### config.mk
export PLATFORM = sky130hd
export DESIGN_NAME = coeffRom
export DESIGN_NICKNAME = d
export VERILOG_FILES = /design/src/logic/layerPkg.sv /design/src/logic/coeffRom.sv
export SDC_FILE = /design/constraint.sdc
export NUM_CORES = 1
export LEC_CHECK = 0
export BUFFER_PORTS_ARGS = -buffer_cell sky130_fd_sc_hd__clkbuf_2
export CORE_MARGIN = 5
export CORE_UTILIZATION = 35
export CTS_CLUSTER_DIAMETER = 150
export CTS_CLUSTER_SIZE = 28
export DETAILED_ROUTE_END_ITERATION = 12
export GPL_ROUTABILITY_DRIVEN = 0
export PLACE_DENSITY = 0.59
export SETUP_SLACK_MARGIN = 0.2
export SKIP_LAST_GASP = 1
export SLEW_MARGIN = 20
export SYNTH_ARGS = -nofsm -noshare
export SYNTH_HDL_FRONTEND = slang
export SYNTH_SLANG_ARGS = --single-unit
### constraint.sdc
create_clock -name clk -period 5.4 [get_ports clk]
set_input_delay 0.54 -clock clk [delete_from_list [all_inputs] [get_ports clk]]
set_output_delay 0.54 -clock clk [all_outputs]
set_load 0.02 [all_outputs]
### src/logic/layerPkg.sv
`default_nettype none

package layerPkg;

	localparam int numInputs = 15;
	localparam int numNeurons = 4;
	localparam int wordsPerNeuron = 16; // 15 weights then the bias
	localparam int romDepth = numNeurons * wordsPerNeuron;
	localparam int romAddrWidth = 6;
	localparam int actWidth = 8;
	localparam int sumWidth = 23;

	localparam logic [1:0] arbIdle = 2'd0;
	localparam logic [1:0] arbRead = 2'd1;
	localparam logic [1:0] arbAck = 2'd2;

	localparam logic [2:0] engIdle = 3'd0;
	localparam logic [2:0] engFetch = 3'd1;
	localparam logic [2:0] engRelease = 3'd2; // waiting for coeffAck to fall
	localparam logic [2:0] engSum = 3'd3;
	localparam logic [2:0] engRelu = 3'd4;
	localparam logic [2:0] engDone = 3'd5;

	typedef union packed
	{
		logic signed [15:0] bias; // sign-extended into the sum
		logic [1:0][7:0] weight; // weight[0] holds the signed weight, weight[1] is zero
	} romWord_t;

	function automatic romWord_t weightWord(input int value);
		romWord_t word;
		word.weight[1] = 8'h00;
		word.weight[0] = value[7:0];
		return word;
	endfunction

	function automatic romWord_t biasWord(input int value);
		romWord_t word;
		word.bias = value[15:0];
		return word;
	endfunction

	// neuron n owns words n*16 .. n*16+15, bias last
	localparam romWord_t coeffTable [romDepth] = '{
		weightWord(-54), weightWord(-12), weightWord(40), weightWord(-18), weightWord(24),
		weightWord(10), weightWord(12), weightWord(-12), weightWord(-32), weightWord(-34),
		weightWord(16), weightWord(-28), weightWord(36), weightWord(24), weightWord(18),
		biasWord(512),
		weightWord(20), weightWord(-35), weightWord(7), weightWord(50), weightWord(-8),
		weightWord(-60), weightWord(33), weightWord(-15), weightWord(44), weightWord(-2),
		weightWord(-27), weightWord(19), weightWord(5), weightWord(-41), weightWord(12),
		biasWord(-300),
		weightWord(-5), weightWord(9), weightWord(-14), weightWord(22), weightWord(3),
		weightWord(-30), weightWord(17), weightWord(-11), weightWord(6), weightWord(28),
		weightWord(-19), weightWord(2), weightWord(-7), weightWord(13), weightWord(-25),
		biasWord(20000), // saturates unless the products pull hard negative
		weightWord(63), weightWord(-64), weightWord(31), weightWord(-32), weightWord(15),
		weightWord(-16), weightWord(7), weightWord(-8), weightWord(3), weightWord(-4),
		weightWord(1), weightWord(-2), weightWord(90), weightWord(-90), weightWord(45),
		biasWord(96) // bit 5 set, rounds up on zero input
	};

endpackage

`default_nettype wire

### src/logic/coeffRom.sv
`timescale 1ns/1ps
`default_nettype none

module coeffRom
(
	input logic clk,
	input logic [layerPkg::romAddrWidth-1:0] addr,
	output layerPkg::romWord_t data
);
	import layerPkg::*;

	// one cycle read latency
	always_ff @(posedge clk)
	begin
		data <= coeffTable[addr];
	end

endmodule

`default_nettype wire

Word level (Yosys, flattened, before mapping)
Memory sizes are Yosys's and may differ from the RTL's. A register that Yosys moved wholly into a read port is not among the register bits.
Index checks and enable logic that the tools add are counted.
{"block": "word_totals", "register_bits": 0, "rom_bits": 1024, "out_inout_bits": 16, "word_cells": 2, "n_memories": 1}
{"block": "op_classes", "n_bitwise": 1}
{"name": "(no name shown)", "words": 64, "word_bits": 16, "read_ports": 1, "rd_clocked_by_memory_dff": 1, "write_ports": 0, "line_no": "coeffRom.sv:15", "rtl": "data <= coeffTable[addr];"}
{"op": "NOT 6 -> 7 bit", "n": 1}

Depth between registers and ports, before layout
Gate-level depths: netlist of run 1.
{"block": "logic_depth", "word_depth": 1, "ltp_mapped": 8, "mapped_depth_nobuf": 6}

Worst setup path before layout of run 1
OpenSTA, ideal clock, no wires.
{"block": "synth_timing", "path_type": "input -> register", "from": "input port addr[0] (netlist name)", "to": "register data[1] (netlist name)", "setup_ps": 140, "t_arrival_ps": 1942, "required_time_ps": 5260, "slack_ps": 3318, "path_stages": 8, "path_buffers": 2, "path_cell_list": "buf_2 inv_1 ha_1 clkbuf_1 nor2_1 a211o_1 a31oi_1 o211ai_1"}
{"block": "synth_between", "elab_chain_len": 1}
{"item": "start, declared", "line_no": "coeffRom.sv:7", "rtl": "input logic [layerPkg::romAddrWidth-1:0] addr,"}
{"item": "NOT 6 -> 7 bit (not written as such)", "line_no": "coeffRom.sv:15"}
{"item": "end, declared", "line_no": "coeffRom.sv:8", "rtl": "output layerPkg::romWord_t data"}
Every way passes these cells.

Final worst setup path of run 1
Same ends and word-level chain as after synthesis.

==> results of run 1 <==
[metrics by stage]
step / instance area (um^2) / setup WS [ps] / utilization, % / total power, mW
after detailed placement: 1221 / 3021 / 37.18 / 0.1865
after global routing: 1247 / 3171 / 37.98 / 0.2598
after global placement: 1221 / 3112 / 37.18 / 0.1863
final: 1247 / 3294 / 37.98 / 0.2435
after CTS: 1247 / 3317 / 37.98 / 0.2448
after floorplan: 1171 / 3318 / - / 0.1639
[how the worst max path moves through the flow]
stage                  from  endpoint  depth (start not counted)
finish              addr[0]   data[1]                          7
CTS                 addr[0]   data[1]                          7
global placement    addr[0]   data[0]                          7
floorplan           addr[0]   data[1]                          8
global route        addr[0]   data[0]                          7
detailed placement  addr[0]   data[1]                          7
[worst min-delay path: stages]
cell	delay, ps
clkbuf_2	200
nand3_1	120
a21o_1	110
[area by class of cell]
type                    instances  area, um^2
clock buffers                   4       26.28
flip-flops and latches         11       220.2
inverters                       5       18.77
fillers                       351        2037
well taps                      46       57.56
multi-input cells             122       819.5
repair buffers                 21       105.1
[cells in the final DEF, fill, tap and decap left out, drive strengths merged, types with 3 or more instances in the layout]
cell type and n:
clkbuf 25, a21oi 5, inv 5, nand3 5, nand3b 3, nor2 15
o21ai 8, and2 3, a21o 3, nand2 16, nor3 3, o211ai 9
ha 10, a211oi 3, dfxtp 11, mux2i 3, nand2b 9, nand4 3
o311ai 6, a31oi 4
[cells by family after synthesis]
| family | count (synthesis) | synth area share [%] |
|---|---|---|
| XOR/XNOR | 1 | 0.7480 |
| multiplexers | 5 | 5.449 |
| adder cells (fa/ha/maj) | 10 | 10.68 |
| buffers and inverters | 23 | 11.22 |
| flip-flops | 11 | 18.80 |
| AO/OA/AOI/OAI | 47 | 28.95 |
| AND/OR/NAND/NOR | 58 | 23.82 |
| other | 1 | 0.3202 |
[metal layers]
metal,vias to the layer above,wire [um]
li1,585,-
met1,565,1483
met3,9,304
met2,86,1380
met4,0,78
met5,-,0
[power by group through the flow]
stage	sequential [mW]	clock [mW]	combinational [mW]
6_report	0.0918	0.0578	0.0940
5_1_grt	0.0929	0.0647	0.102
4_1_cts	0.0919	0.0602	0.0928
3_5_place_dp	0.0938	0	0.0926
3_3_place_gp	0.0939	0	0.0925
2_1_floorplan	0.104	0	0.0595
==> insert_results.sql, run 1 <==
INSERT INTO impl_metrics (metric_group, metric, value, unit) VALUES
('power_and_ir_drop', 'share_comb_of_total_power', '38.6', '%'),
('synth', 'synth_most_common_cell', 'nand2_1', ''),
('setup_path', 'end_kind', 'flip-flop', ''),
('synth', 'postSynthCellCount', '156', ''),
('route', 'wirelength', '3246', 'um'),
('sta', 'finalMaxSlewViolations', '0', ''),
('clock_tree', 'post-cts-setup-buffers', '0', ''),
('final_layout', 'area_delta_synth_final', '6.517', '%'),
('synth', 'synthDominantCellAreaShare', '18.80', '%'),
('die', 'site_rows', '21', ''),
('power_and_ir_drop', 'p_leak', '0.5368', 'nW'),
('power_and_ir_drop', 'p_sw', '93.51', 'uW'),
('min_path', 'timing.hold.worst_path_depth', '3', ''),
('final_layout', 'max_flop_register', 'data', ''),
('clock_tree', 'ctsResizeCount', '0', ''),
('clock_tree', 'clk_transition_reported_paths', '70', 'ps'),
('sta', 'grt_setup_unrepaired', 'no', ''),
('clock_tree', 'post_cts_hold_buffer_count', '0', ''),
('min_path', 'whs_endpoint', 'data[7]', ''),
('status', 'status', 'complete, no violations', ''),
('die', 'core', '3284', 'um^2'),
('setup_path', 'cp_arrival', '2240', 'ps'),
('min_path', 'holdCritStartpoint', 'addr[5]', ''),
('die', 'die-height', '67.85', 'um'),
('synth', 'synth.yosys.warnings', '0', ''),
('power_and_ir_drop', 'power_frac_seq', '37.7', '%'),
('setup_path', 'timing_worst_setup_path_type', 'primary input to flip-flop', ''),
('route', 'drc', '0', ''),
('grt', 'global_route_wire_length_before_repair', '5202', 'um'),
('sta', 'fmax', '474.9', 'MHz'),
('synth', 'syn-mean-instance-area', '7.507', 'um^2'),
('clock_tree', 'clock_tree.htree_level_count', '1', ''),
('power_and_ir_drop', 'internal_power', '150.0', 'uW'),
('power_and_ir_drop', 'clock_power_share', '23.7', '%'),
('sta', 'totalNegativeSetupSlack', '0', 'ps'),
('clock_tree', 'clkSinkCount', '11', ''),
('synth', 'post_synth_num_cell_types', '37', ''),
('setup_path', 'worstPathRequired', '5530', 'ps'),
('placement', 'number_of_i_o_port_buffers', '21', ''),
('die', 'pin_count', '23', ''),
('setup_path', 'worst_path_dominant_cell_family', 'compound AO/OA/AOI/OAI gates', ''),
('clock_tree', 'cts-root-buf', 'clkbuf_4', ''),
('die', 'die-area', '4603', 'um^2'),
('synth', 'netlist_top_cells_area', 'dfxtp_1, ha_1, o211ai_1', ''),
('final_layout', 'antenna_cells', '0', ''),
('clock_tree', 'tritoncts.num_buffers', '3', ''),
('power_and_ir_drop', 'worst_ir_drop_vdd', '0.06778', 'mV'),
('final_layout', 'num-nets-final', '181', ''),
('grt', 'grtUsageMet2', '21.75', '%'),
('synth', 'ys_ff_latch', '11', ''),
('flow_run', 'cap_violations', '0', ''),
('synth', 'yosysSeqAreaShare', '18.80', '%'),
('sta', 'final_hold_fails', '0', ''),
('setup_path', 'crit_path_cell_trace', 'clkbuf_2, inv_1, ha_1, nor2_1, a211o_1, a31oi_1, o211ai_1', ''),
('grt', 'groute.layer.met1.usage', '21.75', '%'),
('final_layout', 'share_of_post_route_cells_with_drive_strength_above_1', '17.79', '%'),
('sta', 'setup_violations', '0', ''),
('final_layout', 'final_instance_count_excl_fillers', '209', ''),
('setup_path', 'critPathLaunchType', 'primary input', ''),
('synth', 'yosys_most_used_dff', 'dfxtp_1', ''),
('sta', 'max-slew-margin-rel', '53.25', '%'),
('sta', 'max_slew.worst_pin.slew', '701.2', 'ps'),
('grt', 'grt_start_max_net_pins', '40', ''),
('setup_path', 'crit_buf_inv', '2', ''),
('synth', 'synth_nets', '173', ''),
('power_and_ir_drop', 'power.switching_fraction', '38.41', '%'),
('die', 'initial_core_util', '35.66', '%'),
('final_layout', 'top_regs', 'data x11', ''),
('grt', 'global_route.overflow_total', '0', ''),
('route', 'drt_first_iter_violations', '98', ''),
('placement', 'dp_cells', '205', '');
Power figures use the tool's default switching activity.
==> run 2, diff against run 1 <==
PLACE_DENSITY = 0.61   (was 0.59)
clock period = 1.8 ns   (was 5.4 ns; I/O delays follow)
==> insert_results.sql, run 2 (synthesis gave the netlist of run 1 again) <==
INSERT INTO impl_metrics (metric_group, metric, value, unit) VALUES
('route', 'dr.pass1.iters', '4', ''),
('clock_tree', 'post-cts-setup-buffers', '0', ''),
('final_layout', 'largest_reg_flops', '11', ''),
('clock_tree', 'clock_path_buffers', '2', ''),
('final_layout', 'filler_cell_count', '344', ''),
('final_layout', 'final_instance_count_excl_fillers', '217', ''),
('clock_tree', 'ctsResizeCount', '0', ''),
('die', 'fp.dieW', '67.85', 'um'),
('final_layout', 'post-route-util', '39.81', '%'),
('setup_path', 'slowest_stage', 'ha_1', ''),
('clock_tree', 'tritoncts', 'done', ''),
('final_layout', 'share_of_post_route_cells_with_drive_strength_above_1', '22.22', '%'),
('route', 'drc', '0', ''),
('die', 'initial_core_util', '35.66', '%'),
('final_layout', 'final_cell_mix', 'clkbuf_2, nand2_1, nor2_1', ''),
('clock_tree', 'post_cts_hold_buffer_count', '0', ''),
('final_layout', 'layout_commonest_cell', 'clkbuf_2', ''),
('power_and_ir_drop', 'p_leak', '0.5745', 'nW'),
('final_layout', 'final_cell_area', '1308', 'um^2'),
('final_layout', 'num-nets-final', '189', ''),
('setup_path', 'worstPathRequired', '1950', 'ps'),
('grt', 'grt_start_max_net_pins', '27', ''),
('setup_path', 'timing_worst_setup_path_type', 'primary input to flip-flop', ''),
('flow_run', 'cap_violations', '0', ''),
('route', 'routed_wire_length_per_instance', '15.39', 'um'),
('sta', 'finalWorstPathRequiredPeriod', '1363', 'ps'),
('setup_path', 'critical-path-max-stage-delay', '390', 'ps'),
('die', 'core', '3284', 'um^2'),
('sta', 'grt_setup_unrepaired', 'no', ''),
('route', 'avgViaCountPerCell', '5.673', ''),
('setup_path', 'crit_path_cell_trace', 'clkbuf_2, inv_1, ha_1, nand3b_1, o311ai_0, a221oi_1, o22ai_1', ''),
('grt', 'grt_antenna_before_repair', '0', ''),
('grt', 'grt.total_usage', '16.17', '%'),
('sta', 'fmax', '733.7', 'MHz'),
('clock_tree', 'cts-root-buf', 'clkbuf_4', ''),
('sta', 'post-route-period-util', '75.72', '%'),
('placement', 'dp_cells', '213', ''),
('placement', 'number_of_i_o_port_buffers', '21', ''),
('grt', 'global_route.overflow_total', '0', ''),
('route', 'routed-via-count', '1231', ''),
('sta', 'final_hold_fails', '0', ''),
('clock_tree', 'clkSinkCount', '11', ''),
('die', 'die-height', '67.85', 'um'),
('final_layout', 'antenna_cells', '0', ''),
('placement', 'area_after_detailed_placement', '1281', 'um^2'),
('final_layout', 'max_flop_register', 'data', ''),
('setup_path', 'cp_arrival', '1520', 'ps'),
('setup_path', 'end_kind', 'flip-flop', ''),
('final_layout', 'multiInputGateArea', '819.5', 'um^2'),
('sta', 'finalMaxSlewViolations', '0', ''),
('die', 'pin_count', '23', ''),
('clock_tree', 'tritoncts.num_buffers', '3', ''),
('route', 'drt_first_iter_violations', '114', ''),
('status', 'status', 'complete, no violations', ''),
('grt', 'grt_pass1_vias', '1128', ''),
('sta', 'setup_violations', '0', ''),
('setup_path', 'critical_path.max_fanout', '7', ''),
('grt', 'global_route_wire_length_before_repair', '5623', 'um'),
('route', 'wirelength', '3340', 'um'),
('route', 'antenna_violation_net_count_after_detailed_routing', '0', ''),
('setup_path', 'crit_buf_inv', '2', ''),
('power_and_ir_drop', 'report.power.total', '745.0', 'uW'),
('die', 'die-area', '4603', 'um^2'),
('power_and_ir_drop', 'power_density', '569.8', 'nW/um^2'),
('die', 'site_rows', '21', ''),
('setup_path', 'worst_path_dominant_cell_family', 'compound AO/OA/AOI/OAI gates', ''),
('setup_path', 'critPathLaunchType', 'primary input', ''),
('clock_tree', 'clk_transition_reported_paths', '70', 'ps'),
('final_layout', 'area_delta_synth_final', '11.64', '%'),
('clock_tree', 'clock_tree.htree_level_count', '1', ''),
('final_layout', 'top_regs', 'data x11', ''),
('power_and_ir_drop', 'worst_ir_drop_vdd', '0.1649', 'mV'),
('placement', 'detailed_place_hpwl', '2530', 'um'),
('final_layout', 'final-seq-area', '220.2', 'um^2'),
('min_path', 'min-delay-path-class', 'primary input to flip-flop', ''),
('sta', 'totalNegativeSetupSlack', '0', 'ps');
==> run 2: cell count changes in the layout (fill, tap and decap cells not counted), sizes merged <==
cell,previous run,this run
buf,0,8
==> run 2: power by group <==
group	switching, mW	leakage (nW)	internal (mW)	total, mW
Combinational	0.190	0.468	0.108	0.298
Clock	0.0863	0.0150	0.0860	0.172
Sequential	0.00627	0.0917	0.268	0.275
==> run 2: metrics by stage <==
| step | hold slack (ps) | setup slack (ps) |
|---|---|---|
| floorplan | 366.9 | 223.0 |
| global placement | 596.2 | 232.7 |
| detailed placement | 595.9 | 171.9 |
| CTS | 351.0 | 455.9 |
| global route | 411.3 | 355.4 |
| finish | 355.6 | 437.0 |
==> run 2: area by class of cell <==
class                           instances  share of cell area [%]
Clock buffer                            4                   2.010
Inverter                                5                   1.435
Tap cell                               46                   4.402
Multi-Input combinational cell        122                   62.68
Sequential cell                        11                   16.84
Timing Repair Buffer                   29                   12.63
==> run 2: worst paths after layout <==
kind	start	end	slack (ps)	depth (start not counted)
max	addr[1]	data[0]	440	7
min	addr[5]	data[7]	360	3
==> run 2: routing by layer <==
layer / global-route usage, % / share of wire, % / wire, um / up-vias
met2: 26.49 / 46 / 1523 / 70
met4: 6.452 / 2.2 / 74 / 0
met5: 0 / 0 / 0 / -
met1: 21.29 / 44 / 1463 / 556
li1: - / - / - / 597
met3: 2.299 / 8.4 / 279 / 8
==> run 3, diff against run 2 <==
PLACE_DENSITY = 0.59   (was 0.61)
clock period = 1.3 ns   (was 1.8 ns; I/O delays follow)
==> insert_results.sql, run 3 (synthesis gave the netlist of run 1 again) <==
INSERT INTO impl_metrics (metric_group, metric, value, unit) VALUES
('sta', 'final_hold_fails', '0', ''),
('setup_path', 'worst_path_dominant_cell_family', 'compound AO/OA/AOI/OAI gates', ''),
('die', 'core', '3284', 'um^2'),
('setup_path', 'critical_path.max_fanout', '6', ''),
('min_path', 'min-delay-path-class', 'primary input to flip-flop', ''),
('status', 'status', 'complete, no violations', ''),
('clock_tree', 'post_cts_hold_buffer_count', '0', ''),
('flow_run', 'cap_violations', '0', ''),
('setup_path', 'crit_buf_inv', '2', ''),
('route', 'routed-via-count', '1305', ''),
('power_and_ir_drop', 'power_density', '695.7', 'nW/um^2'),
('grt', 'grt_antenna_before_repair', '0', ''),
('sta', 'finalMaxSlewViolations', '0', ''),
('die', 'die-area', '4603', 'um^2'),
('route', 'antenna_violation_net_count_after_detailed_routing', '0', ''),
('clock_tree', 'clock_path_buffers', '2', ''),
('power_and_ir_drop', 'p_leak', '0.7314', 'nW'),
('placement', 'area_after_detailed_placement', '1523', 'um^2'),
('clock_tree', 'clock_tree.htree_level_count', '1', ''),
('grt', 'grt_pass1_vias', '1277', ''),
('sta', 'hold_slack', '277.8', 'ps'),
('clock_tree', 'tritoncts.num_buffers', '3', ''),
('die', 'initial_core_util', '35.66', '%'),
('placement', 'number_of_i_o_port_buffers', '21', ''),
('clock_tree', 'tritoncts', 'done', ''),
('grt', 'grt_start_max_net_pins', '29', ''),
('die', 'site_rows', '21', ''),
('final_layout', 'largest_reg_flops', '11', ''),
('final_layout', 'antenna_cells', '0', ''),
('route', 'drt_first_iter_violations', '117', ''),
('route', 'drc', '0', ''),
('setup_path', 'critical-path-max-stage-delay', '270', 'ps'),
('final_layout', 'final_instance_count_excl_fillers', '241', ''),
('sta', 'fmax', '903.4', 'MHz'),
('die', 'pin_count', '23', ''),
('route', 'dr.pass1.iters', '4', ''),
('setup_path', 'worstPathRequired', '1510', 'ps'),
('final_layout', 'share_of_post_route_cells_with_drive_strength_above_1', '37.95', '%'),
('clock_tree', 'clk_transition_reported_paths', '60', 'ps'),
('placement', 'place_ws', '-207.7', 'ps'),
('final_layout', 'filler_cell_count', '317', ''),
('placement', 'detailed_place_hpwl', '2859', 'um'),
('route', 'avgViaCountPerCell', '5.415', ''),
('sta', 'post-route-period-util', '85.15', '%'),
('grt', 'grt.total_usage', '16.92', '%'),
('sta', 'totalNegativeSetupSlack', '0', 'ps'),
('sta', 'setup_violations', '0', ''),
('final_layout', 'final_cell_mix', 'buf_4, clkbuf_2, nand2_1', ''),
('final_layout', 'top_regs', 'data x11', ''),
('setup_path', 'timing_worst_setup_path_type', 'primary input to flip-flop', ''),
('final_layout', 'num-nets-final', '213', ''),
('setup_path', 'critPathLaunchType', 'primary input', ''),
('route', 'routed_wire_length_per_instance', '15.43', 'um'),
('final_layout', 'layout_commonest_cell', 'buf_4', ''),
('final_layout', 'final_cell_area', '1645', 'um^2'),
('power_and_ir_drop', 'report.power.total', '1.145', 'mW'),
('setup_path', 'crit_path_cell_trace', 'clkbuf_16, inv_8, ha_4, mux2_4, o221a_1, a311oi_2, a21o_1', ''),
('placement', 'dp_cells', '235', ''),
('grt', 'global_route.overflow_total', '0', ''),
('clock_tree', 'cts-root-buf', 'clkbuf_4', ''),
('sta', 'final_critical_path_setup_slack', '193.0', 'ps'),
('sta', 'grt_setup_unrepaired', 'yes', ''),
('final_layout', 'post-route-util', '50.10', '%'),
('setup_path', 'slowest_stage', 'o221a_1', ''),
('setup_path', 'cp_arrival', '1310', 'ps'),
('power_and_ir_drop', 'worst_ir_drop_vdd', '0.2029', 'mV'),
('grt', 'global_route_wire_length_before_repair', '5940', 'um'),
('final_layout', 'area_delta_synth_final', '40.49', '%'),
('setup_path', 'end_kind', 'flip-flop', ''),
('final_layout', 'max_flop_register', 'data', ''),
('sta', 'finalWorstPathRequiredPeriod', '1107', 'ps'),
('die', 'fp.dieW', '67.85', 'um'),
('clock_tree', 'clkSinkCount', '11', ''),
('die', 'die-height', '67.85', 'um'),
('route', 'wirelength', '3719', 'um');
run 3: repair_timing:
action,in CTS,in global routing
setup buffers,2,0
setup endpoints to repair,7,8
resized for setup,8,9
pin swaps,3,7
run 3: worst paths after layout:
check / from / endpoint / slack, ps / cells after the start
setup / recovery: addr[0] / data[7] / 190 / 7
hold / removal: addr[5] / data[7] / 280 / 3
run 3: power breakdown:
part | switching (mW) | leakage [nW] | internal, mW
Combinational | 0.301 | 0.625 | 0.239
Sequential | 0.00920 | 0.0917 | 0.372
Clock | 0.106 | 0.0150 | 0.119
run 3: per-layer routing:
layer  share of wire (%)  GRT usage (%)
met5                   0              0
met4                 2.0          8.685
met3                 6.5          1.970
met2                  47          27.95
met1                  45          21.58
run 3: layout make-up:
class / count / area [um^2] / area share (%)
multi-input cells: 122 / 893.4 / 54.30
repair buffers: 53 / 414.1 / 25.17
flip-flops and latches: 11 / 220.2 / 13.38
well taps: 46 / 57.56 / 3.498
inverters: 5 / 33.78 / 2.053
clock buffers: 4 / 26.28 / 1.597
